## src/hw/rv_settings.svh

```systemverilog
`ifndef RV_SETTINGS_SVH
`define RV_SETTINGS_SVH

// Integer register width of the RV32I core.
`define RV_XLEN 32

// Architectural register count, x0 included.
`define RV_NREGS 32

// Width of a register index in the instruction word.
`define RV_REGW 5

`endif
```

## src/hw/rvIsaPkg.sv

```systemverilog
`default_nettype none

package rvIsaPkg;

    typedef enum logic [6:0] {
        OP     = 7'b0110011,
        OP_IMM = 7'b0010011,
        LUI    = 7'b0110111,
        AUIPC  = 7'b0010111,
        BRANCH = 7'b1100011,
        JAL    = 7'b1101111
    } opcode_t;

    typedef enum logic [3:0] {
        ADD,
        SUB,
        AND,
        OR,
        XOR,
        SLL,
        SRL,
        SRA,
        SLT,
        SLTU,
        PASSB  // Second operand straight through, for LUI.
    } aluOp_t;

    typedef enum logic [2:0] {
        NONE,
        EQ,
        NE,
        LT,
        GE,
        LTU,
        GEU,
        JUMP
    } brCond_t;

endpackage

`default_nettype wire

```

## src/hw/rvPipePkg.sv

```systemverilog
`default_nettype none
`include "rv_settings.svh"

package rvPipePkg;

    typedef struct packed {
        logic [`RV_XLEN-1:0] pc;
        logic [31:0]         instr;
    } issue_t;

    // Everything execute needs, captured at the ID/EX boundary.
    typedef struct packed {
        logic [`RV_XLEN-1:0] pc;
        logic [`RV_XLEN-1:0] rs1Data;
        logic [`RV_XLEN-1:0] rs2Data;
        logic [`RV_XLEN-1:0] imm;
        logic [`RV_REGW-1:0] rd;
        rvIsaPkg::aluOp_t    aluOp;
        logic                aluSrcImm;  // Second operand is the immediate.
        logic                pcSrcA;     // First operand is the pc.
        logic                regWrite;
        rvIsaPkg::brCond_t   brCond;
    } idExe_t;

    typedef struct packed {
        logic [`RV_XLEN-1:0] pc;
        logic [`RV_REGW-1:0] rd;
        logic                regWrite;
        logic [`RV_XLEN-1:0] value;
        logic                branchTaken;
        logic [`RV_XLEN-1:0] target;
    } exeResult_t;

endpackage

`default_nettype wire

```

## src/hw/aluExecute.sv

```systemverilog
`default_nettype none
`include "rv_settings.svh"

module aluExecute (
    input  rvPipePkg::idExe_t     stage,
    output rvPipePkg::exeResult_t result
);

    logic [`RV_XLEN-1:0] opA;
    logic [`RV_XLEN-1:0] opB;
    logic [4:0]          shamt;
    logic [`RV_XLEN-1:0] aluOut;
    logic                taken;

    assign opA = stage.pcSrcA ? stage.pc : stage.rs1Data;
    assign opB = stage.aluSrcImm ? stage.imm : stage.rs2Data;
    assign shamt = opB[4:0];

    always_comb begin
        case (stage.aluOp)
            rvIsaPkg::ADD:   aluOut = opA + opB;
            rvIsaPkg::SUB:   aluOut = opA - opB;
            rvIsaPkg::AND:   aluOut = opA & opB;
            rvIsaPkg::OR:    aluOut = opA | opB;
            rvIsaPkg::XOR:   aluOut = opA ^ opB;
            rvIsaPkg::SLL:   aluOut = opA << shamt;
            rvIsaPkg::SRL:   aluOut = opA >> shamt;
            rvIsaPkg::SRA:   aluOut = $unsigned($signed(opA) >>> shamt);
            rvIsaPkg::SLT:   aluOut = {{(`RV_XLEN-1){1'b0}}, $signed(opA) < $signed(opB)};
            rvIsaPkg::SLTU:  aluOut = {{(`RV_XLEN-1){1'b0}}, opA < opB};
            rvIsaPkg::PASSB: aluOut = opB;
            default:         aluOut = '0;
        endcase
    end

    // Branches always compare the two register operands.
    always_comb begin
        case (stage.brCond)
            rvIsaPkg::EQ:   taken = stage.rs1Data == stage.rs2Data;
            rvIsaPkg::NE:   taken = stage.rs1Data != stage.rs2Data;
            rvIsaPkg::LT:   taken = $signed(stage.rs1Data) < $signed(stage.rs2Data);
            rvIsaPkg::GE:   taken = $signed(stage.rs1Data) >= $signed(stage.rs2Data);
            rvIsaPkg::LTU:  taken = stage.rs1Data < stage.rs2Data;
            rvIsaPkg::GEU:  taken = stage.rs1Data >= stage.rs2Data;
            rvIsaPkg::JUMP: taken = 1'b1;
            default:        taken = 1'b0;
        endcase
    end

    always_comb begin
        result.pc = stage.pc;
        result.rd = stage.rd;
        result.regWrite = stage.regWrite;
        result.branchTaken = taken;
        result.target = stage.pc + stage.imm;
        if (stage.brCond == rvIsaPkg::JUMP) begin
            result.value = stage.pc + `RV_XLEN'd4;  // Link address.
        end else begin
            result.value = aluOut;
        end
    end

endmodule

`default_nettype wire

```

## src/hw/decodeExecuteTop.sv

```systemverilog
`default_nettype none
`include "rv_settings.svh"

module decodeExecuteTop (
    input  logic                  clk,
    input  logic                  reset,
    input  logic                  flush,
    input  rvPipePkg::issue_t     issue,
    input  logic                  inValid,
    output logic                  inReady,
    output rvPipePkg::exeResult_t result,
    output logic                  exValid,
    input  logic                  exReady,
    input  logic                  wbValid,
    input  logic [`RV_REGW-1:0]   wbAddr,
    input  logic [`RV_XLEN-1:0]   wbData
);

    logic [`RV_REGW-1:0] rs1;
    logic [`RV_REGW-1:0] rs2;
    logic [`RV_XLEN-1:0] rs1Data;
    logic [`RV_XLEN-1:0] rs2Data;
    logic                legal;
    rvPipePkg::idExe_t   decCtrl;
    rvPipePkg::idExe_t   idExeIn;
    rvPipePkg::idExe_t   stage;

    instrDecoder instrDecoder_i (
        .instr (issue.instr),
        .rs1   (rs1),
        .rs2   (rs2),
        .ctrl  (decCtrl),
        .legal (legal)
    );

    regFile regFile_i (
        .clk     (clk),
        .reset   (reset),
        .rs1     (rs1),
        .rs2     (rs2),
        .rs1Data (rs1Data),
        .rs2Data (rs2Data),
        .wbValid (wbValid),
        .wbAddr  (wbAddr),
        .wbData  (wbData)
    );

    always_comb begin
        idExeIn = decCtrl;
        idExeIn.pc = issue.pc;
        idExeIn.rs1Data = rs1Data;
        idExeIn.rs2Data = rs2Data;
        idExeIn.regWrite = decCtrl.regWrite && legal;  // Illegal encodings become bubbles.
    end

    idExeReg idExeReg_i (
        .clk      (clk),
        .reset    (reset),
        .flush    (flush),
        .inValid  (inValid),
        .inReady  (inReady),
        .dIn      (idExeIn),
        .valid    (exValid),
        .dOut     (stage),
        .outReady (exReady)
    );

    aluExecute aluExecute_i (
        .stage  (stage),
        .result (result)
    );

endmodule

`default_nettype wire

```

## src/hw/idExeReg.sv

```systemverilog
`default_nettype none

module idExeReg (
    input  logic              clk,
    input  logic              reset,
    input  logic              flush,
    input  logic              inValid,
    output logic              inReady,
    input  rvPipePkg::idExe_t dIn,
    output logic              valid,
    output rvPipePkg::idExe_t dOut,
    input  logic              outReady
);

    logic accept;

    // Free when empty or when the held entry leaves this cycle.
    assign inReady = !flush && (!valid || outReady);
    assign accept = inValid && inReady;

    always_ff @(posedge clk or posedge reset) begin
        if (reset) begin
            valid <= 1'b0;
            dOut <= '0;
        end else if (flush) begin
            valid <= 1'b0;  // Held instruction is discarded.
            dOut <= '0;
        end else if (accept) begin
            valid <= 1'b1;
            dOut <= dIn;
        end else if (outReady) begin
            valid <= 1'b0;
        end
    end

endmodule

`default_nettype wire

```

## src/hw/instrDecoder.sv

```systemverilog
`default_nettype none
`include "rv_settings.svh"

module instrDecoder (
    input  logic [31:0]          instr,
    output logic [`RV_REGW-1:0]  rs1,
    output logic [`RV_REGW-1:0]  rs2,
    output rvPipePkg::idExe_t    ctrl,
    output logic                 legal
);

    logic [2:0]         funct3;
    logic [6:0]         funct7;
    logic [`RV_XLEN-1:0] immI;
    logic [`RV_XLEN-1:0] immU;
    logic [`RV_XLEN-1:0] immB;
    logic [`RV_XLEN-1:0] immJ;

    function automatic rvIsaPkg::aluOp_t aluFromFunct(input logic [2:0] f3, input logic alt);
        case (f3)
            3'b000:  return alt ? rvIsaPkg::SUB : rvIsaPkg::ADD;
            3'b001:  return rvIsaPkg::SLL;
            3'b010:  return rvIsaPkg::SLT;
            3'b011:  return rvIsaPkg::SLTU;
            3'b100:  return rvIsaPkg::XOR;
            3'b101:  return alt ? rvIsaPkg::SRA : rvIsaPkg::SRL;
            3'b110:  return rvIsaPkg::OR;
            default: return rvIsaPkg::AND;
        endcase
    endfunction

    assign funct3 = instr[14:12];
    assign funct7 = instr[31:25];
    assign rs1 = instr[19:15];
    assign rs2 = instr[24:20];

    assign immI = {{20{instr[31]}}, instr[31:20]};
    assign immU = {instr[31:12], 12'b0};
    assign immB = {{19{instr[31]}}, instr[31], instr[7], instr[30:25], instr[11:8], 1'b0};
    assign immJ = {{11{instr[31]}}, instr[31], instr[19:12], instr[20], instr[30:21], 1'b0};

    always_comb begin
        ctrl = '0;
        ctrl.rd = instr[11:7];
        ctrl.aluOp = rvIsaPkg::ADD;
        ctrl.brCond = rvIsaPkg::NONE;
        legal = 1'b1;
        case (rvIsaPkg::opcode_t'(instr[6:0]))
            rvIsaPkg::OP: begin
                ctrl.aluOp = aluFromFunct(funct3, funct7[5]);
                ctrl.regWrite = 1'b1;
                // Only ADD/SUB and SRL/SRA have an alternate encoding.
                legal = (funct7 == 7'b0) ||
                        (funct7 == 7'b0100000 && (funct3 == 3'b000 || funct3 == 3'b101));
            end
            rvIsaPkg::OP_IMM: begin
                ctrl.aluOp = aluFromFunct(funct3, funct3 == 3'b101 && funct7[5]);
                ctrl.aluSrcImm = 1'b1;
                ctrl.regWrite = 1'b1;
                ctrl.imm = immI;
                if (funct3 == 3'b001) begin
                    legal = (funct7 == 7'b0);
                end else if (funct3 == 3'b101) begin
                    legal = (funct7 == 7'b0) || (funct7 == 7'b0100000);
                end
            end
            rvIsaPkg::LUI: begin
                ctrl.aluOp = rvIsaPkg::PASSB;
                ctrl.aluSrcImm = 1'b1;
                ctrl.regWrite = 1'b1;
                ctrl.imm = immU;
            end
            rvIsaPkg::AUIPC: begin
                ctrl.pcSrcA = 1'b1;
                ctrl.aluSrcImm = 1'b1;
                ctrl.regWrite = 1'b1;
                ctrl.imm = immU;
            end
            rvIsaPkg::BRANCH: begin
                ctrl.imm = immB;
                case (funct3)
                    3'b000:  ctrl.brCond = rvIsaPkg::EQ;
                    3'b001:  ctrl.brCond = rvIsaPkg::NE;
                    3'b100:  ctrl.brCond = rvIsaPkg::LT;
                    3'b101:  ctrl.brCond = rvIsaPkg::GE;
                    3'b110:  ctrl.brCond = rvIsaPkg::LTU;
                    3'b111:  ctrl.brCond = rvIsaPkg::GEU;
                    default: legal = 1'b0;
                endcase
            end
            rvIsaPkg::JAL: begin
                ctrl.regWrite = 1'b1;
                ctrl.brCond = rvIsaPkg::JUMP;
                ctrl.imm = immJ;
            end
            default: legal = 1'b0;
        endcase
    end

endmodule

`default_nettype wire

```

## src/hw/regFile.sv

```systemverilog
`default_nettype none
`include "rv_settings.svh"

module regFile (
    input  logic                clk,
    input  logic                reset,
    input  logic [`RV_REGW-1:0] rs1,
    input  logic [`RV_REGW-1:0] rs2,
    output logic [`RV_XLEN-1:0] rs1Data,
    output logic [`RV_XLEN-1:0] rs2Data,
    input  logic                wbValid,
    input  logic [`RV_REGW-1:0] wbAddr,
    input  logic [`RV_XLEN-1:0] wbData
);

    logic [`RV_XLEN-1:0] regs [`RV_NREGS];
    logic                wrEn;

    assign wrEn = wbValid && (wbAddr != '0);

    // A write in flight wins over the stored copy.
    function automatic logic [`RV_XLEN-1:0] readPort(input logic [`RV_REGW-1:0] addr);
        if (addr == '0) begin
            return '0;
        end
        if (wrEn && wbAddr == addr) begin
            return wbData;
        end
        return regs[addr];
    endfunction

    always_comb begin
        rs1Data = readPort(rs1);
        rs2Data = readPort(rs2);
    end

    always_ff @(posedge clk or posedge reset) begin
        if (reset) begin
            for (int i = 0; i < `RV_NREGS; i++) begin
                regs[i] <= '0;
            end
        end else if (wrEn) begin
            regs[wbAddr] <= wbData;
        end
    end

endmodule

`default_nettype wire

```

## config.mk

```make
export PLATFORM = sky130hd
export DESIGN_NAME = decodeExecuteTop
export DESIGN_NICKNAME = d
export VERILOG_FILES = /design/src/hw/rvIsaPkg.sv /design/src/hw/rvPipePkg.sv /design/src/hw/aluExecute.sv /design/src/hw/decodeExecuteTop.sv /design/src/hw/idExeReg.sv /design/src/hw/instrDecoder.sv /design/src/hw/regFile.sv
export VERILOG_INCLUDE_DIRS = /design/src /design/src/hw
export SDC_FILE = /design/constraint.sdc
export NUM_CORES = 2
export LEC_CHECK = 0
export BUFFER_PORTS_ARGS = -buffer_cell sky130_fd_sc_hd__buf_2
export CAP_MARGIN = 20
export CELL_PAD_IN_SITES_DETAIL_PLACEMENT = 1
export CELL_PAD_IN_SITES_GLOBAL_PLACEMENT = 1
export CORE_ASPECT_RATIO = 0.7
export CORE_UTILIZATION = 25
export DETAILED_ROUTE_END_ITERATION = 8
export PLACE_DENSITY_LB_ADDON = 0.1
export SYNTH_ARGS = -nofsm -noshare
export SYNTH_HDL_FRONTEND = slang
export SYNTH_SLANG_ARGS = --single-unit
```

## constraint.sdc

```tcl
create_clock -name clk -period 52.6 [get_ports clk]
set_clock_uncertainty 0.05 [all_clocks]
set_input_delay 5.26 -clock clk [delete_from_list [all_inputs] [get_ports clk]]
set_output_delay 5.26 -clock clk [all_outputs]
set_load 0.01 [all_outputs]
```

==> out/summary.txt <==
Post-cts sizing count = 0
Overall power consumption = 2.969 mW
Final wirelength = 342.8 mm
CP Cell Sequence = buf_4, mux2i_1, ha_1, a21oi_1, o21ai_0, a2111oi_0, a21oi_1, nand3_1, nand2_1, a221o_1, a2111oi_0, o22ai_1, buf_2
DP HPWL = 221.8 mm
Hold path depth = 0
Remaining Overflow, GRT = 0
Worst Setup End Kind = output port
CTS HTree Levels = 4
CP max stage delay = 960 ps
Die Span X = 648.7 µm
CP Data Required Time = 47290 ps
Number of CTS-inserted buffers = 145
Flops & latches, synth = 1168
DRT antenna net count = 0
Nets = 6213
Reg clk slew, reported paths = 60 ps
Root buf cell = clkbuf_16
Crit Reg-Reg Endpoint = idExeReg_i.dOut[56]
Final Instance Area = 82910 µm²
Vias per inst = 5.485
Pins over their slew limit = 0
Post-Syn Nets = 6281
Post-CTS setup buffers = 0
CTS tree = yes
Max_cap viols = 0
RD Place Congestion = 0.9244
Layout Cells excl Fill = 9889
Core Util, Final = 28.59%
Hold worst-path end = regFile_i.regs[1011]
Io pins = 212
Mapped Area = 73190 µm²
Area growth syn-to-layout = 13.28%
Die height = 454.7 µm
Hold Crit Start = regFile_i.regs[1011]
Leak = 35.45 nW
Core area = 290100 µm²
Iteration-0 DRC Markers = 4572
Tmin final = 12300 ps
Worst R2R Setup Slack = 49530 ps
CP max-delay cell = a2111oi_0
Via count = 54240
Largest net degree at the start of global routing = 150
DRC viols = 0
PortBufs = 211
All-Layer GR Usage = 22.93%
Yosys warning total = 0
# rows = 165
Worst slew margin = 12.67%
Initial Utilization = 25.23%
Max Fclk = 81.33 MHz
Critical path type = reg2out
Post-synth top flop = dfrtp_1
Hold Crit Class = reg2reg
Ratio of cells with drive above 1 in the final layout = 37.53%
Syn avg cell area = 12.19 µm²
Hold Fails Final Rpt = 0
Max IR drop VDD = 0.02180 mV
Cell Pwr Density = 35.81 nW/µm²
Initial antenna violation count = 40
Max clock buf depth = 4
Post-synth ARST share = 100.0%
CTS Hold Bufs = 0
Status = finished clean
Worst-margin pin slew = 1285 ps
Synth Instances = 6003
Cell family with most CP delay = compound AO/OA/AOI/OAI gates
Wire per inst = 34.67 µm
Vias in the first global route = 56040
Post-synthesis sequential area ratio = 39.93%
RR Startpoint = idExeReg_i.valid
Crit share post-route = 23.38%
DP Area = 78290 µm²
Setup violators final = 0
Drt first pass iters = 8
CP Max Fanout = 17
Reg2reg path depth = 7
First-pass GRT wire length = 481.6 mm
Post-synth EDFFs = 0
Startpoint Class = flop
Clock sinks = 1168
Clk_lat worst skew = 830 ps
RSZ-0062 raised after global routing = no
Worst Path Buf+Inv = 2
Synth cell types = 96
Fillcell total = 31360
Dpl cells = 9626
Die ar. = 295000 µm²
Setup TNS = 0 ps
Worst path arrival time = 6990 ps
## cells in the final DEF, fill, tap and decap left out, drive strengths merged, types with 220 or more instances in the layout
cell,instances
mux4,559
clkbuf,221
nand2,417
a21oi,291
buf,395
mux2i,252
nor2,220
mux2,1025
o21ai,234
dfrtp,1168
## kinds of logic after synthesis
logic type / share of synthesized area [%]
buffers and inverters: 4.397
DFF: 39.93
xor gates and xnor gates: 0.9214
adders and majority gates: 2.954
and+or+nand+nor: 5.956
muxes: 36.69
AOI/OAI and AO/OA: 9.147
## sequential cells by signal (all words and copies together) (netlist names)
signal,count
idExeReg_i.dOut,143
idExeReg_i.valid,1
regFile_i.regs,1024
## worst max-delay path by stage
stage / startpoint / to / slack (ps) / cells after the start
5_1_grt: idExeReg_i.dOut[4] / result[52] / 40160 / 13
6_report: idExeReg_i.dOut[4] / result[52] / 40300 / 13
3_5_place_dp: flush / inReady / 40910 / 3
2_1_floorplan: reset / idExeReg_i.dOut[0] / 14390 / 1
4_1_cts: idExeReg_i.dOut[4] / result[52] / 40540 / 13
3_3_place_gp: flush / inReady / 40940 / 3
## metal layers
layer | wire length (µm) | vias up | track usage (%)
li1 | - | 22520 | -
met1 | 172000 | 29920 | 35.29
met2 | 144500 | 1465 | 33.46
met3 | 20520 | 338 | 4.200
met4 | 5846 | 4 | 3.868
met5 | 21 | - | 0
## stage by stage
step / setup WS, ps / hold slack [ps]
3_3_place_gp: 40940 / 327.1
5_1_grt: 40160 / 356.8
3_5_place_dp: 40910 / 334.2
6_report: 40300 / 345.6
2_1_floorplan: 14390 / 391.3
4_1_cts: 40540 / 348.4
## final cells by class
| type | instances | area [µm²] | area share [%] |
|---|---|---|---|
| clock buffers | 221 | 4320 | 5.211 |
| diodes | 13 | 32.53 | 0.03923 |
| inverters | 148 | 568.0 | 0.6851 |
| well taps | 3841 | 4806 | 5.796 |
| repair buffers | 396 | 2608 | 3.145 |
| flip-flops and latches | 1168 | 29230 | 35.25 |
| multi-input cells | 4076 | 41120 | 49.60 |
| clock inverters | 26 | 227.7 | 0.2746 |
## report_power, final
group | switching, mW | leakage [nW] | internal (mW)
registers | 0.121 | 15.1 | 1.06
logic | 0.413 | 18.1 | 0.375
clock network | 0.425 | 2.24 | 0.579
total | 0.959 | 35.4 | 2.01
## cells in the mapped netlist (30+ instances only)
| library cell | instances | area share, % |
|---|---|---|
| o21ai_0 | 218 | 1.5 |
| mux2_1 | 36 | 0.55 |
| inv_1 | 138 | 0.71 |
| a21o_1 | 38 | 0.39 |
| a21oi_1 | 289 | 2.0 |
| o221ai_1 | 44 | 0.53 |
| o211ai_1 | 46 | 0.47 |
| nand2b_1 | 31 | 0.26 |
| o22ai_1 | 60 | 0.51 |
| mux2_2 | 989 | 15 |
| nand3b_1 | 39 | 0.40 |
| a211oi_1 | 52 | 0.53 |
| mux4_2 | 559 | 17 |
| clkbuf_1 | 384 | 2.0 |
| nor2_1 | 220 | 1.1 |
| nand3_1 | 59 | 0.40 |
| buf_2 | 82 | 0.56 |
| xor2_1 | 33 | 0.39 |
| a221oi_1 | 30 | 0.36 |
| buf_1 | 84 | 0.43 |
| ha_1 | 168 | 2.9 |
| buf_4 | 53 | 0.54 |
| nand2_1 | 417 | 2.1 |
| dfrtp_1 | 1168 | 40 |
| nor3_1 | 56 | 0.38 |
| mux2i_1 | 226 | 3.1 |
| xnor2_1 | 44 | 0.53 |
(Power assumes the default switching activity.)
